File: src/cariboulite_defs.svh
`ifndef CARIBOULITE_DEFS_SVH
`define CARIBOULITE_DEFS_SVH

// ==========================================================================
// Sample path sizes
// ==========================================================================
// One I/Q sample, 16 bits I plus 16 bits Q
`define SAMPLE_W 32
// DDR pairs needed to assemble one sample
`define PAIRS_PER_FRAME 16
// First pair of every frame, 0-deg bit high
`define RX_START_PAIR 2'b10

// Small FIFO so that back-pressure shows quickly
`define RX_FIFO_AW 4

// ==========================================================================
// Host bus
// ==========================================================================
// Byte-wide SMI, MSB first
`define SMI_BYTES 4

`endif
File: src/smi_types_pkg.sv
`include "cariboulite_defs.svh"

package smi_types_pkg;

  // One byte on the SMI data lines
  typedef logic [7:0] smi_byte_t;

  // Position of the byte inside the current sample
  typedef logic [$clog2(`SMI_BYTES)-1:0] byte_idx_t;

  // Read engine
  typedef enum logic [1:0] {
    SMI_IDLE,
    SMI_FETCH,
    SMI_SERVE
  } smi_state_t;

endpackage

File: src/iq_types_pkg.sv
`include "cariboulite_defs.svh"

package iq_types_pkg;

  // Full I/Q word as it sits in the FIFO
  typedef logic [`SAMPLE_W-1:0] iq_sample_t;

  // Captured DDR bits, [1] is 0 deg and [0] is 180 deg
  typedef logic [1:0] ddr_pair_t;

  // FIFO read and write pointer, wrap bit kept apart
  typedef logic [`RX_FIFO_AW-1:0] fifo_addr_t;

  // Frame deserializer
  typedef enum logic {
    RX_HUNT,
    RX_COLLECT
  } rx_state_t;

endpackage

File: src/rx_modem_top.sv
`timescale 1ns/100ps

module rx_modem_top
  import iq_types_pkg::*, smi_types_pkg::*;
(
  input  logic      i_glob_clock,
  input  logic      i_rst_b,
  input  ddr_pair_t i_iq_rx_09_pair,
  input  ddr_pair_t i_iq_rx_24_pair,
  input  logic      i_smi_a3,
  input  logic      i_smi_soe_se,
  output smi_byte_t o_smi_data,
  output logic      o_smi_read_req,
  output logic      o_rx_overflow
);

  // ========================================================================
  // Inner signals
  // ========================================================================
  logic       push_09;
  logic       push_24;
  logic       ovf_09;
  logic       ovf_24;
  iq_sample_t sample_09;
  iq_sample_t sample_24;

  logic       fifo_push;
  logic       fifo_pull;
  logic       fifo_full;
  logic       fifo_empty;
  iq_sample_t fifo_wdata;
  iq_sample_t fifo_rdata;
  logic       lane_ovf;

  // ========================================================================
  // Lanes
  // ========================================================================
  // 900 MHz lane, straight polarity
  lvds_rx #(
    .INVERT(0)
  ) u_rx_09 (
    .i_glob_clock(i_glob_clock),
    .i_rst_b     (i_rst_b),
    .i_pair      (i_iq_rx_09_pair),
    .i_fifo_full (fifo_full),
    .o_push      (push_09),
    .o_sample    (sample_09),
    .o_overflow  (ovf_09)
  );

  // 2.4 GHz lane comes in on the N pin
  lvds_rx #(
    .INVERT(1)
  ) u_rx_24 (
    .i_glob_clock(i_glob_clock),
    .i_rst_b     (i_rst_b),
    .i_pair      (i_iq_rx_24_pair),
    .i_fifo_full (fifo_full),
    .o_push      (push_24),
    .o_sample    (sample_24),
    .o_overflow  (ovf_24)
  );

  // SA3 low picks 09, high picks 24
  assign fifo_push  = i_smi_a3 ? push_24 : push_09;
  assign fifo_wdata = i_smi_a3 ? sample_24 : sample_09;
  assign lane_ovf   = i_smi_a3 ? ovf_24 : ovf_09;

  // Sticky drop flag, cleared only by reset
  always_ff @(posedge i_glob_clock) begin
    if (!i_rst_b) begin
      o_rx_overflow <= 1'b0;
    end else if (lane_ovf) begin
      o_rx_overflow <= 1'b1;
    end
  end

  // ========================================================================
  // FIFO and host side
  // ========================================================================
  sample_fifo u_rx_fifo (
    .i_glob_clock(i_glob_clock),
    .i_rst_b     (i_rst_b),
    .i_push      (fifo_push),
    .i_data      (fifo_wdata),
    .i_pull      (fifo_pull),
    .o_data      (fifo_rdata),
    .o_full      (fifo_full),
    .o_empty     (fifo_empty)
  );

  smi_rx_reader u_smi_reader (
    .i_glob_clock  (i_glob_clock),
    .i_rst_b       (i_rst_b),
    .i_fifo_empty  (fifo_empty),
    .i_fifo_data   (fifo_rdata),
    .o_fifo_pull   (fifo_pull),
    .i_smi_soe_se  (i_smi_soe_se),
    .o_smi_data    (o_smi_data),
    .o_smi_read_req(o_smi_read_req)
  );

endmodule

File: src/smi_rx_reader.sv
`timescale 1ns/100ps
`include "cariboulite_defs.svh"

module smi_rx_reader
  import iq_types_pkg::*, smi_types_pkg::*;
(
  input  logic       i_glob_clock,
  input  logic       i_rst_b,
  input  logic       i_fifo_empty,
  input  iq_sample_t i_fifo_data,
  output logic       o_fifo_pull,
  input  logic       i_smi_soe_se,
  output smi_byte_t  o_smi_data,
  output logic       o_smi_read_req
);

  localparam byte_idx_t LAST_BYTE = byte_idx_t'(`SMI_BYTES - 1);

  smi_state_t state;
  byte_idx_t  byte_idx;
  iq_sample_t sample_r;
  logic       soe_d;
  logic       soe_rise;

  // ========================================================================
  // Host strobe edge
  // ========================================================================
  // Host latches the byte, then raises soe
  assign soe_rise = i_smi_soe_se & ~soe_d;

  // Pull straight from idle so the word lands in FETCH
  assign o_fifo_pull = (state == SMI_IDLE) && !i_fifo_empty;

  // ========================================================================
  // Read FSM
  // ========================================================================
  always_ff @(posedge i_glob_clock) begin
    if (!i_rst_b) begin
      state          <= SMI_IDLE;
      byte_idx       <= '0;
      soe_d          <= 1'b0;
      o_smi_data     <= '0;
      o_smi_read_req <= 1'b0;
    end else begin
      soe_d <= i_smi_soe_se;
      case (state)
        SMI_IDLE: begin
          if (!i_fifo_empty) begin
            state <= SMI_FETCH;
          end
        end
        SMI_FETCH: begin
          // FIFO word valid now, top byte goes out first
          byte_idx       <= '0;
          o_smi_data     <= i_fifo_data[`SAMPLE_W-1 -: 8];
          o_smi_read_req <= 1'b1;
          state          <= SMI_SERVE;
        end
        SMI_SERVE: begin
          if (soe_rise) begin
            if (byte_idx == LAST_BYTE) begin
              // Sample used up, go look for the next one
              o_smi_read_req <= 1'b0;
              state          <= SMI_IDLE;
            end else begin
              byte_idx   <= byte_idx + 1'b1;
              o_smi_data <= sample_r[`SAMPLE_W-9 -: 8];
            end
          end
        end
        default: state <= SMI_IDLE;
      endcase
    end
  end

  // ========================================================================
  // Byte shifter
  // ========================================================================
  // Next byte always sits just below the top
  always_ff @(posedge i_glob_clock) begin
    if (state == SMI_FETCH) begin
      sample_r <= i_fifo_data;
    end else if (state == SMI_SERVE && soe_rise) begin
      sample_r <= {sample_r[`SAMPLE_W-9:0], 8'h00};
    end
  end

endmodule

File: src/sample_fifo.sv
`timescale 1ns/100ps
`include "cariboulite_defs.svh"

module sample_fifo
  import iq_types_pkg::*;
(
  input  logic       i_glob_clock,
  input  logic       i_rst_b,
  input  logic       i_push,
  input  iq_sample_t i_data,
  input  logic       i_pull,
  output iq_sample_t o_data,
  output logic       o_full,
  output logic       o_empty
);

  localparam int DEPTH = 1 << `RX_FIFO_AW;

  iq_sample_t mem [DEPTH];
  fifo_addr_t wr_ptr;
  fifo_addr_t rd_ptr;
  // Extra lap bit tells full from empty
  logic       wr_wrap;
  logic       rd_wrap;
  logic       do_push;

  // ========================================================================
  // Flags
  // ========================================================================
  // Same slot, different lap
  assign o_full  = (wr_ptr == rd_ptr) && (wr_wrap != rd_wrap);
  // Same slot, same lap
  assign o_empty = (wr_ptr == rd_ptr) && (wr_wrap == rd_wrap);

  // Push on a full FIFO is dropped here
  assign do_push = i_push & ~o_full;

  // ========================================================================
  // Pointers
  // ========================================================================
  always_ff @(posedge i_glob_clock) begin
    if (!i_rst_b) begin
      wr_ptr  <= '0;
      wr_wrap <= 1'b0;
      rd_ptr  <= '0;
      rd_wrap <= 1'b0;
    end else begin
      if (do_push) begin
        {wr_wrap, wr_ptr} <= {wr_wrap, wr_ptr} + 1'b1;
      end
      // Reader checks empty before it pulls
      if (i_pull) begin
        {rd_wrap, rd_ptr} <= {rd_wrap, rd_ptr} + 1'b1;
      end
    end
  end

  // ========================================================================
  // Storage
  // ========================================================================
  // Registered read, word valid the cycle after pull
  always_ff @(posedge i_glob_clock) begin
    if (do_push) begin
      mem[wr_ptr] <= i_data;
    end
    if (i_pull) begin
      o_data <= mem[rd_ptr];
    end
  end

endmodule

File: src/lvds_rx.sv
`timescale 1ns/100ps
`include "cariboulite_defs.svh"

module lvds_rx
  import iq_types_pkg::*;
#(
  parameter int INVERT = 0
) (
  input  logic       i_glob_clock,
  input  logic       i_rst_b,
  input  ddr_pair_t  i_pair,
  input  logic       i_fifo_full,
  output logic       o_push,
  output iq_sample_t o_sample,
  output logic       o_overflow
);

  localparam int CNT_W = $clog2(`PAIRS_PER_FRAME);
  localparam logic [CNT_W-1:0] LAST_PAIR = CNT_W'(`PAIRS_PER_FRAME - 1);

  // ========================================================================
  // Pair conditioning
  // ========================================================================
  ddr_pair_t                pair_in;
  rx_state_t                state;
  logic [CNT_W-1:0]         pair_cnt;
  logic [`SAMPLE_W-3:0]     shift_r;
  logic                     frame_end;

  // N-side pin on the board, so bits come in flipped
  assign pair_in = (INVERT != 0) ? ~i_pair : i_pair;

  // Last pair of the frame is on the pins right now
  assign frame_end = (state == RX_COLLECT) && (pair_cnt == LAST_PAIR);

  // ========================================================================
  // Frame FSM
  // ========================================================================
  always_ff @(posedge i_glob_clock) begin
    if (!i_rst_b) begin
      state      <= RX_HUNT;
      pair_cnt   <= '0;
      o_push     <= 1'b0;
      o_overflow <= 1'b0;
    end else begin
      // Strobes last one cycle
      o_push     <= 1'b0;
      o_overflow <= 1'b0;
      case (state)
        RX_HUNT: begin
          // Marker counts as pair 1 of the frame
          if (pair_in == `RX_START_PAIR) begin
            state    <= RX_COLLECT;
            pair_cnt <= CNT_W'(1);
          end
        end
        RX_COLLECT: begin
          pair_cnt <= pair_cnt + 1'b1;
          if (frame_end) begin
            // Back to hunting at once, next marker may follow directly
            state      <= RX_HUNT;
            o_push     <= ~i_fifo_full;
            // Whole frame lost when no room
            o_overflow <= i_fifo_full;
          end
        end
        default: state <= RX_HUNT;
      endcase
    end
  end

  // ========================================================================
  // Data path
  // ========================================================================
  // Free-running shifter, MSB pair first
  // Stale pairs fall off the top before the frame completes
  always_ff @(posedge i_glob_clock) begin
    shift_r <= {shift_r[`SAMPLE_W-5:0], pair_in};
  end

  // Capture the full word together with the last pair
  always_ff @(posedge i_glob_clock) begin
    if (frame_end) begin
      o_sample <= {shift_r, pair_in};
    end
  end

endmodule

File: config.mk
export PLATFORM = sky130hd
export DESIGN_NAME = rx_modem_top
export DESIGN_NICKNAME = d
export VERILOG_FILES = /design/src/smi_types_pkg.sv /design/src/iq_types_pkg.sv /design/src/rx_modem_top.sv /design/src/smi_rx_reader.sv /design/src/sample_fifo.sv /design/src/lvds_rx.sv
export VERILOG_INCLUDE_DIRS = /design/src
export SDC_FILE = /design/constraint.sdc
export NUM_CORES = 1
export LEC_CHECK = 0
export ABC_AREA = 1
export ABC_CLOCK_PERIOD_IN_PS = 6400
export BUFFER_PORTS_ARGS = -buffer_cell sky130_fd_sc_hd__buf_2
export CORE_MARGIN = 2
export CORE_UTILIZATION = 25
export CTS_BUF_LIST = sky130_fd_sc_hd__clkbuf_8
export CTS_CLUSTER_DIAMETER = 150
export DETAILED_ROUTE_END_ITERATION = 12
export PLACE_DENSITY = 0.49
export SLEW_MARGIN = 20
export SYNTH_ARGS = -nofsm -noshare
export SYNTH_HDL_FRONTEND = slang
export SYNTH_HIERARCHICAL = 1
export SYNTH_SLANG_ARGS = --single-unit
File: constraint.sdc
create_clock -name i_glob_clock -period 6.4 [get_ports i_glob_clock]
set_input_delay 0.96 -clock i_glob_clock [delete_from_list [all_inputs] [get_ports i_glob_clock]]
set_output_delay 0.96 -clock i_glob_clock [all_outputs]
set_load 0.05 [all_outputs]
# Word-level counts from Yosys, hierarchy flattened

Memories as Yosys holds them, arrays and structs flattened. A register that Yosys moved wholly into a read port is not among the register bits.
Cells that the tools add are included.

$add $sub $neg: 5
Equal/unequal tests: 16
Mux-type cells: 30
Bitwise gates (word level): 7
Reduce and logical (&&, ||, !) cells: 15

Operator list:

| kind                                                             | count |
|---|---|
| 24-bit 2-to-1 mux                                                | 2 |
| 32-bit 2-to-1 mux                                                | 1 |
| 8-bit 2-to-1 mux                                                 | 2 |
| 4-bit case mux with 2 select lines                               | 2 |
| 8-bit case mux with 2 select lines                               | 1 |
| 3-bit AND reduction                                              | 5 |
| 5-bit by 1-bit adder with 5-bit output (second input constant)   | 2 |
| 1-bit 2-to-1 mux                                                 | 10 |
| 2-bit 2-to-1 mux                                                 | 5 |
| 4-bit by 1-bit adder with 4-bit output (second input constant)   | 2 |
| 2-bit == test (second input constant)                            | 4 |
| 4-bit == test (second input constant)                            | 2 |
| 4-bit 2-to-1 mux                                                 | 2 |
| 2-bit by 1-bit != test with 1-bit output (second input constant) | 4 |
| 1-bit logical AND                                                | 6 |
| 1-bit case mux with 2 select lines                               | 3 |
| 2-bit case mux with 3 select lines                               | 1 |
| 4-bit == test                                                    | 1 |
| 2-bit != test (second input constant)                            | 2 |
| 1-bit inverter                                                   | 4 |
| 2-bit case mux with 2 select lines                               | 1 |
| 2-bit nonzero test                                               | 2 |
| 2-bit by 1-bit adder with 2-bit output (second input constant)   | 1 |
| 1-bit AND                                                        | 2 |
| 6 further kinds                                                  | 6 |

Flip-flop bits (word level): 187
Memory bits (writable): 512
Input bits: 8
Output and inout port bits: 10
Word-level logic and storage cells: 97
Memories kept: 1

Memory list:

| name          | depth | bits a word | rd ports | clocked after memory_dff | wr ports | line              | RTL |
|---|---|---|---|---|---|---|---|
| u_rx_fifo.mem | 16    | 32          | 1        | 1                        | 1        | sample_fifo.sv:19 | `iq_sample_t mem [DEPTH];` |

# Logic depth before layout (Yosys ltp)

Depth after elaboration: 6
Gate-level depth with buffers: 13
Mapped depth without buffers: 11

# Hierarchy

Netlist, hierarchy kept.

By module, submodules not included:

| module             | instances | cells each | area each (um2) | seq. area each (um2) |
|---|---|---|---|---|
| sample_fifo        | 1         | 1687       | 21784.6         | 16535.9 |
| lvds_rx at u_rx_24 | 1         | 104        | 1863.0          | 1701.6 |
| lvds_rx at u_rx_09 | 1         | 103        | 1859.3          | 1701.6 |
| smi_rx_reader      | 1         | 170        | 1736.7          | 1001.0 |
| rx_modem_top       | 1         | 115        | 510.5           | 20.0 |

# Worst setup path before layout

No wires, ideal clock.

Kind: input to register
From: in i_smi_a3
To: mem u_rx_fifo/mem[11][0] in the netlist's numbering, enable pin
Setup time: 461 ps
Arrival time: 4051 ps
Required time: 5939 ps
Slack: 1888 ps
Stages on the path: 4
Path buffers: 1
Cells stage by stage: buf_4 > o21ai_0 > nand2_1 > nor3_1

Cells in the longest elaborated chain, start to end: 4

Ends and longest elaborated chain:

| element                                | line               | RTL |
|---|---|---|
| start, declared                        | rx_modem_top.sv:10 | `input logic i_smi_a3,` |
| 1-bit 2-to-1 mux                       | rx_modem_top.sv:65 | `assign fifo_push = i_smi_a3 ? push_24 : push_09;` |
| net fifo_push                          | rx_modem_top.sv:27 | `logic fifo_push;` |
| 1-bit AND                              | sample_fifo.sv:36  | `assign do_push = i_push & ~o_full;` |
| 1-bit 2-to-1 mux                       | sample_fifo.sv:63  | `if (do_push) begin` |
| 1-bit 2-to-1 mux (not written as such) | sample_fifo.sv:64  | `mem[wr_ptr] <= i_data;` |
| end, declared                          | sample_fifo.sv:19  |  |

The timed path passes the listed nets, and every way through them passes these cells.

# Worst setup path after layout

From: reg u_rx_fifo.rd_ptr[1]
To: mem u_rx_fifo/mem[13][0] in the netlist's numbering, enable pin

Cells in the longest elaborated chain, start to end: 6

Ends and longest elaborated chain:

| element                                | line              | RTL |
|---|---|---|
| start, declared                        | sample_fifo.sv:21 | `fifo_addr_t rd_ptr;` |
| start signal, assigned                 | sample_fifo.sv:53 | `{rd_wrap, rd_ptr} <= {rd_wrap, rd_ptr} + 1'b1;` |
| 4-bit == test                          | sample_fifo.sv:31 | `assign o_full = (wr_ptr == rd_ptr) && (wr_wrap != rd_wrap);` |
| 1-bit logical AND                      | sample_fifo.sv:31 |  |
| 1-bit inverter                         | sample_fifo.sv:36 |  |
| 1-bit AND                              | sample_fifo.sv:36 |  |
| 1-bit 2-to-1 mux                       | sample_fifo.sv:63 |  |
| 1-bit 2-to-1 mux (not written as such) | sample_fifo.sv:64 |  |

No other way between the ends.

==> run_results.csv <==
group,metric,value,unit
placement,placedCellCount,3621,
min_path,hold_path_depth,0,
drt,routedWlPerCell,17.00,um
final_layout,area_growth,14.86,%
grt,globalRoute.totalOverflow,0,
yosys,seq_area_frac_synth,75.52,%
power_and_ir_drop,internal-power,0.006988,W
final_layout,commonest_cells_after_routing_fill_and_taps_aside,"632 x edfxtp_1, 405 x nor2_1, 256 x nand2_1, 235 x o21ai_0, 149 x inv_1",
worst_setup_path,timing.critical_path.slowest_cell_delay,0.92,ns
sta,skew,0.04194,ns
worst_setup_path,critical_path.n_buffers_inverters,2,
drt,route.vias.total,16484,
sta,final_hold_viol_count,0,
clock_tree,cts-root-buf,"clkbuf_8",
sta,min_period,3.899,ns
die,core_region_area,110400,um2
yosys,syn-cell-area,27750,um2
power_and_ir_drop,netSwitchingPower,0.001857,W
sta,min_period_over_period,60.92,%
power_and_ir_drop,power.density,277.5,nW/um2
worst_setup_path,worstSetupStartpointType,"register",
die,io-pin-count,18,
sta,final.setup.tns,0,ns
worst_setup_path,reg2reg_setup_slack,2.50,ns
power_and_ir_drop,switching_share_of_power,21.00,%
final_layout,drive_gt1_share,11.66,%
worst_setup_path,required,6.72,ns
drt,drc,0,
die,die_width,337.2,um
drt,avgViaCountPerCell,4.302,
worst_setup_path,worstReg2RegEnd,"u_rx_fifo/mem[13][0]",
yosys,synth_cells,2179,
min_path,worst_hold_path.endpoint,"u_rx_09/shift_r[24]",
clock_tree,cts_post_setup_buffers_inserted,0,
yosys,synthesis.yosys.warnings,6,
die,rows,122,
worst_setup_path,crit_chain,"inv_1 -> nand2_1 -> nand2_1 -> nor2_2 -> nand3_2 -> nand2_1 -> inv_1 -> nand2_1 -> nor2_4",
grt,number_of_antenna_violations_at_the_first_check_in_global_routing,2,
yosys,syn_avg_cell_area,12.74,um2
power_and_ir_drop,p_clk_share,40.2,%
worst_setup_path,arrival,4.22,ns
final_layout,nFillCells,11235,
yosys,synth_seq_cells,731,
clock_tree,cts_bufs_inserted,113,
flow_run,maxCapViolations,0,
drt,ant_nets_after_route,0,
sta,grt_setup_unrepaired,"false",
drt,drt_wl_total,65.15,mm
placement,buffer_ports.inserted,17,
die,die-height,337.2,um
clock_tree,cts_hold_repair.buffers,0,
power_and_ir_drop,peakVddDrop,145.8,uV
worst_setup_path,critical_path.reg2reg.startpoint,"u_rx_fifo/rd_ptr[1]",
drt,detailedRoute.firstPassIterationCount,5,
status,status,"complete, no violations",
placement,dpl.hpwl,37.48,mm
die,dieArea,113700,um2
grt,grt_start_max_net_pins,98,
clock_tree,htree_levels,3,
sta,drv_slew,0,
final_layout,layout.cells.non_filler,3832,
power_and_ir_drop,leakagePower,11.02,nW
placement,gp_routability_congestion,0.7744,
clock_tree,cts_tree,"done",
die,initial_core_util,25.15,%
yosys,synth_fp_nets,2195,
sta,relSlewSlack,26.44,%
min_path,worst_min_path_class,"reg -> reg",
clock_tree,post_cts_resized,0,
power_and_ir_drop,pwr-share-seq,58.6,%
min_path,hold_start,"u_rx_09/shift_r[22]",
power_and_ir_drop,pwr-share-comb,1.1,%
worst_setup_path,critical-path-top-delay-family,"simple AND/OR/NAND/NOR gates",
worst_setup_path,critical_path.max_fanout,80,
clock_tree,clk-insertion-delay-late,0.74,ns
sta,maxClockFrequency,256.5,MHz
yosys,synth_cell_type_count,33,
grt,grt_first_pass_wirelength,97.91,mm
worst_setup_path,worst-r2r-cell-count,9,
sta,max_slew.worst_pin.slew,1.101,ns
worst_setup_path,critical_path.slowest_cell,"inv_1",
worst_setup_path,cpMostUsedCell,"nand2_1",
final_layout,layout_commonest_cell,"edfxtp_1",
grt,first_global_vias,16080,
drt,dr_iter_0_viols,1370,
worst_setup_path,timing.setup.critical_path_class,"reg -> reg",
worst_setup_path,critical_path.endpoint_type,"register",
sta,setup_violators_final,0,
clock_tree,cts.sinks,731,
final_layout,design.final.nets,2269,
clock_tree,cts_max_path_buffers,3,
grt,track_usage,11.32,%
clock_tree,cts_clk_pin_slew_worst_paths,0.06,ns
[per-stage QoR]
stage                     power [W]  setup WS, ns  hold slack [ns]  util, %  cell area, um2
after global placement     0.005385         2.193           0.3302    26.76           29530
after floorplan            0.005331         1.888           0.3265        -           27750
after global routing       0.009180         2.216           0.3403    28.88           31870
after detailed placement   0.005390         2.260           0.3327    26.88           29670
after CTS                  0.008971         2.445           0.3143    28.76           31740
final                      0.008845         2.501           0.3416    28.89           31880
[cell type report]
cell class	instances	area, um2	share of cell area [%]
Clock buffer	126	1734	5.440
Inverter	117	444.2	1.393
Timing Repair Buffer	74	705.7	2.214
Clock inverter	78	331.6	1.040
Tap cell	1488	1862	5.840
Multi-Input combinational cell	1216	5828	18.28
Antenna cell	2	5.005	0.01570
Sequential cell	731	20970	65.78
[worst max-delay path by stage]
stage                             start              endpoint  slack, ns  cells after the start
finish              u_rx_fifo/rd_ptr[1]  u_rx_fifo/mem[13][0]       2.50                      9
global route        u_rx_fifo/rd_ptr[1]  u_rx_fifo/mem[13][7]       2.22                      9
CTS                 u_rx_fifo/rd_ptr[1]  u_rx_fifo/mem[4][13]       2.44                      9
detailed placement             i_smi_a3  u_rx_fifo/mem[4][15]       2.26                      8
global placement               i_smi_a3   u_rx_fifo/mem[1][8]       2.19                      8
floorplan                      i_smi_a3  u_rx_fifo/mem[11][0]       1.89                      4
[metal layers]
layer,vias to the layer above,wire length (um),global-route usage (%)
li1,7846,-,-
met1,8120,31180,16.24
met2,417,28830,17.23
met3,101,3863,2.346
met4,0,1268,3.125
met5,-,0,0
[power groups by stage]
stage / clock network [W] / logic [W] / registers [W]
after floorplan: 0 / 0.0000419 / 0.00529
after global placement: 0 / 0.0000992 / 0.00529
after detailed placement: 0 / 0.000103 / 0.00529
after CTS: 0.00368 / 0.000103 / 0.00519
after global routing: 0.00388 / 0.000112 / 0.00519
final: 0.00356 / 0.000101 / 0.00519
[cell usage after synthesis, drive strengths merged]
master / number / area share (%)
o21ai: 330 / 6.0
o211ai: 64 / 1.7
a21oi: 19 / 0.37
nand4: 2 / 0.045
nor4: 1 / 0.023
mux2: 16 / 0.78
inv: 109 / 1.5
edfxtp: 632 / 68
clkinv: 8 / 0.11
nor3: 4 / 0.072
buf: 64 / 1.7
nand2: 263 / 3.6
dfxtp: 99 / 7.1
o22ai: 32 / 0.72
ha: 8 / 0.36
nand3: 54 / 1.0
nor2: 422 / 5.8
xor2: 1 / 0.032
clkbuf: 51 / 0.69
[cell families after synthesis]
| kind of cell | count (synthesis) | share of synthesized area [%] |
|---|---|---|
| multiplexers | 16 | 0.7844 |
| adder cells (fa/ha/maj) | 8 | 0.3607 |
| XOR/XNOR | 1 | 0.03156 |
| flip-flops | 731 | 75.52 |
| buffers and inverters | 232 | 3.954 |
| AO/OA/AOI/OAI | 445 | 8.773 |
| AND/OR/NAND/NOR | 746 | 10.58 |
[registers in the layout, summed over array words and instances (netlist names), 2 cells and up]
| register | cells |
|---|---|
| u_rx_09/o_sample | 32 |
| u_rx_09/pair_cnt | 4 |
| u_rx_09/shift_r | 30 |
| u_rx_24/o_sample | 32 |
| u_rx_24/pair_cnt | 4 |
| u_rx_24/shift_r | 30 |
| u_rx_fifo/mem | 512 |
| u_rx_fifo/o_data | 32 |
| u_rx_fifo/rd_ptr | 4 |
| u_rx_fifo/wr_ptr | 4 |
| u_smi_reader/byte_idx | 2 |
| u_smi_reader/o_smi_data | 8 |
| u_smi_reader/sample_r | 24 |
| u_smi_reader/state | 2 |
[worst register-to-register path, delay by kind of cell, from the launching register on]
kind,cells,cell delay [ns]
buf+inv,2,1.11
flops,1,0.60
simple gates,7,1.76
Power figures use the tool's default switching activity.
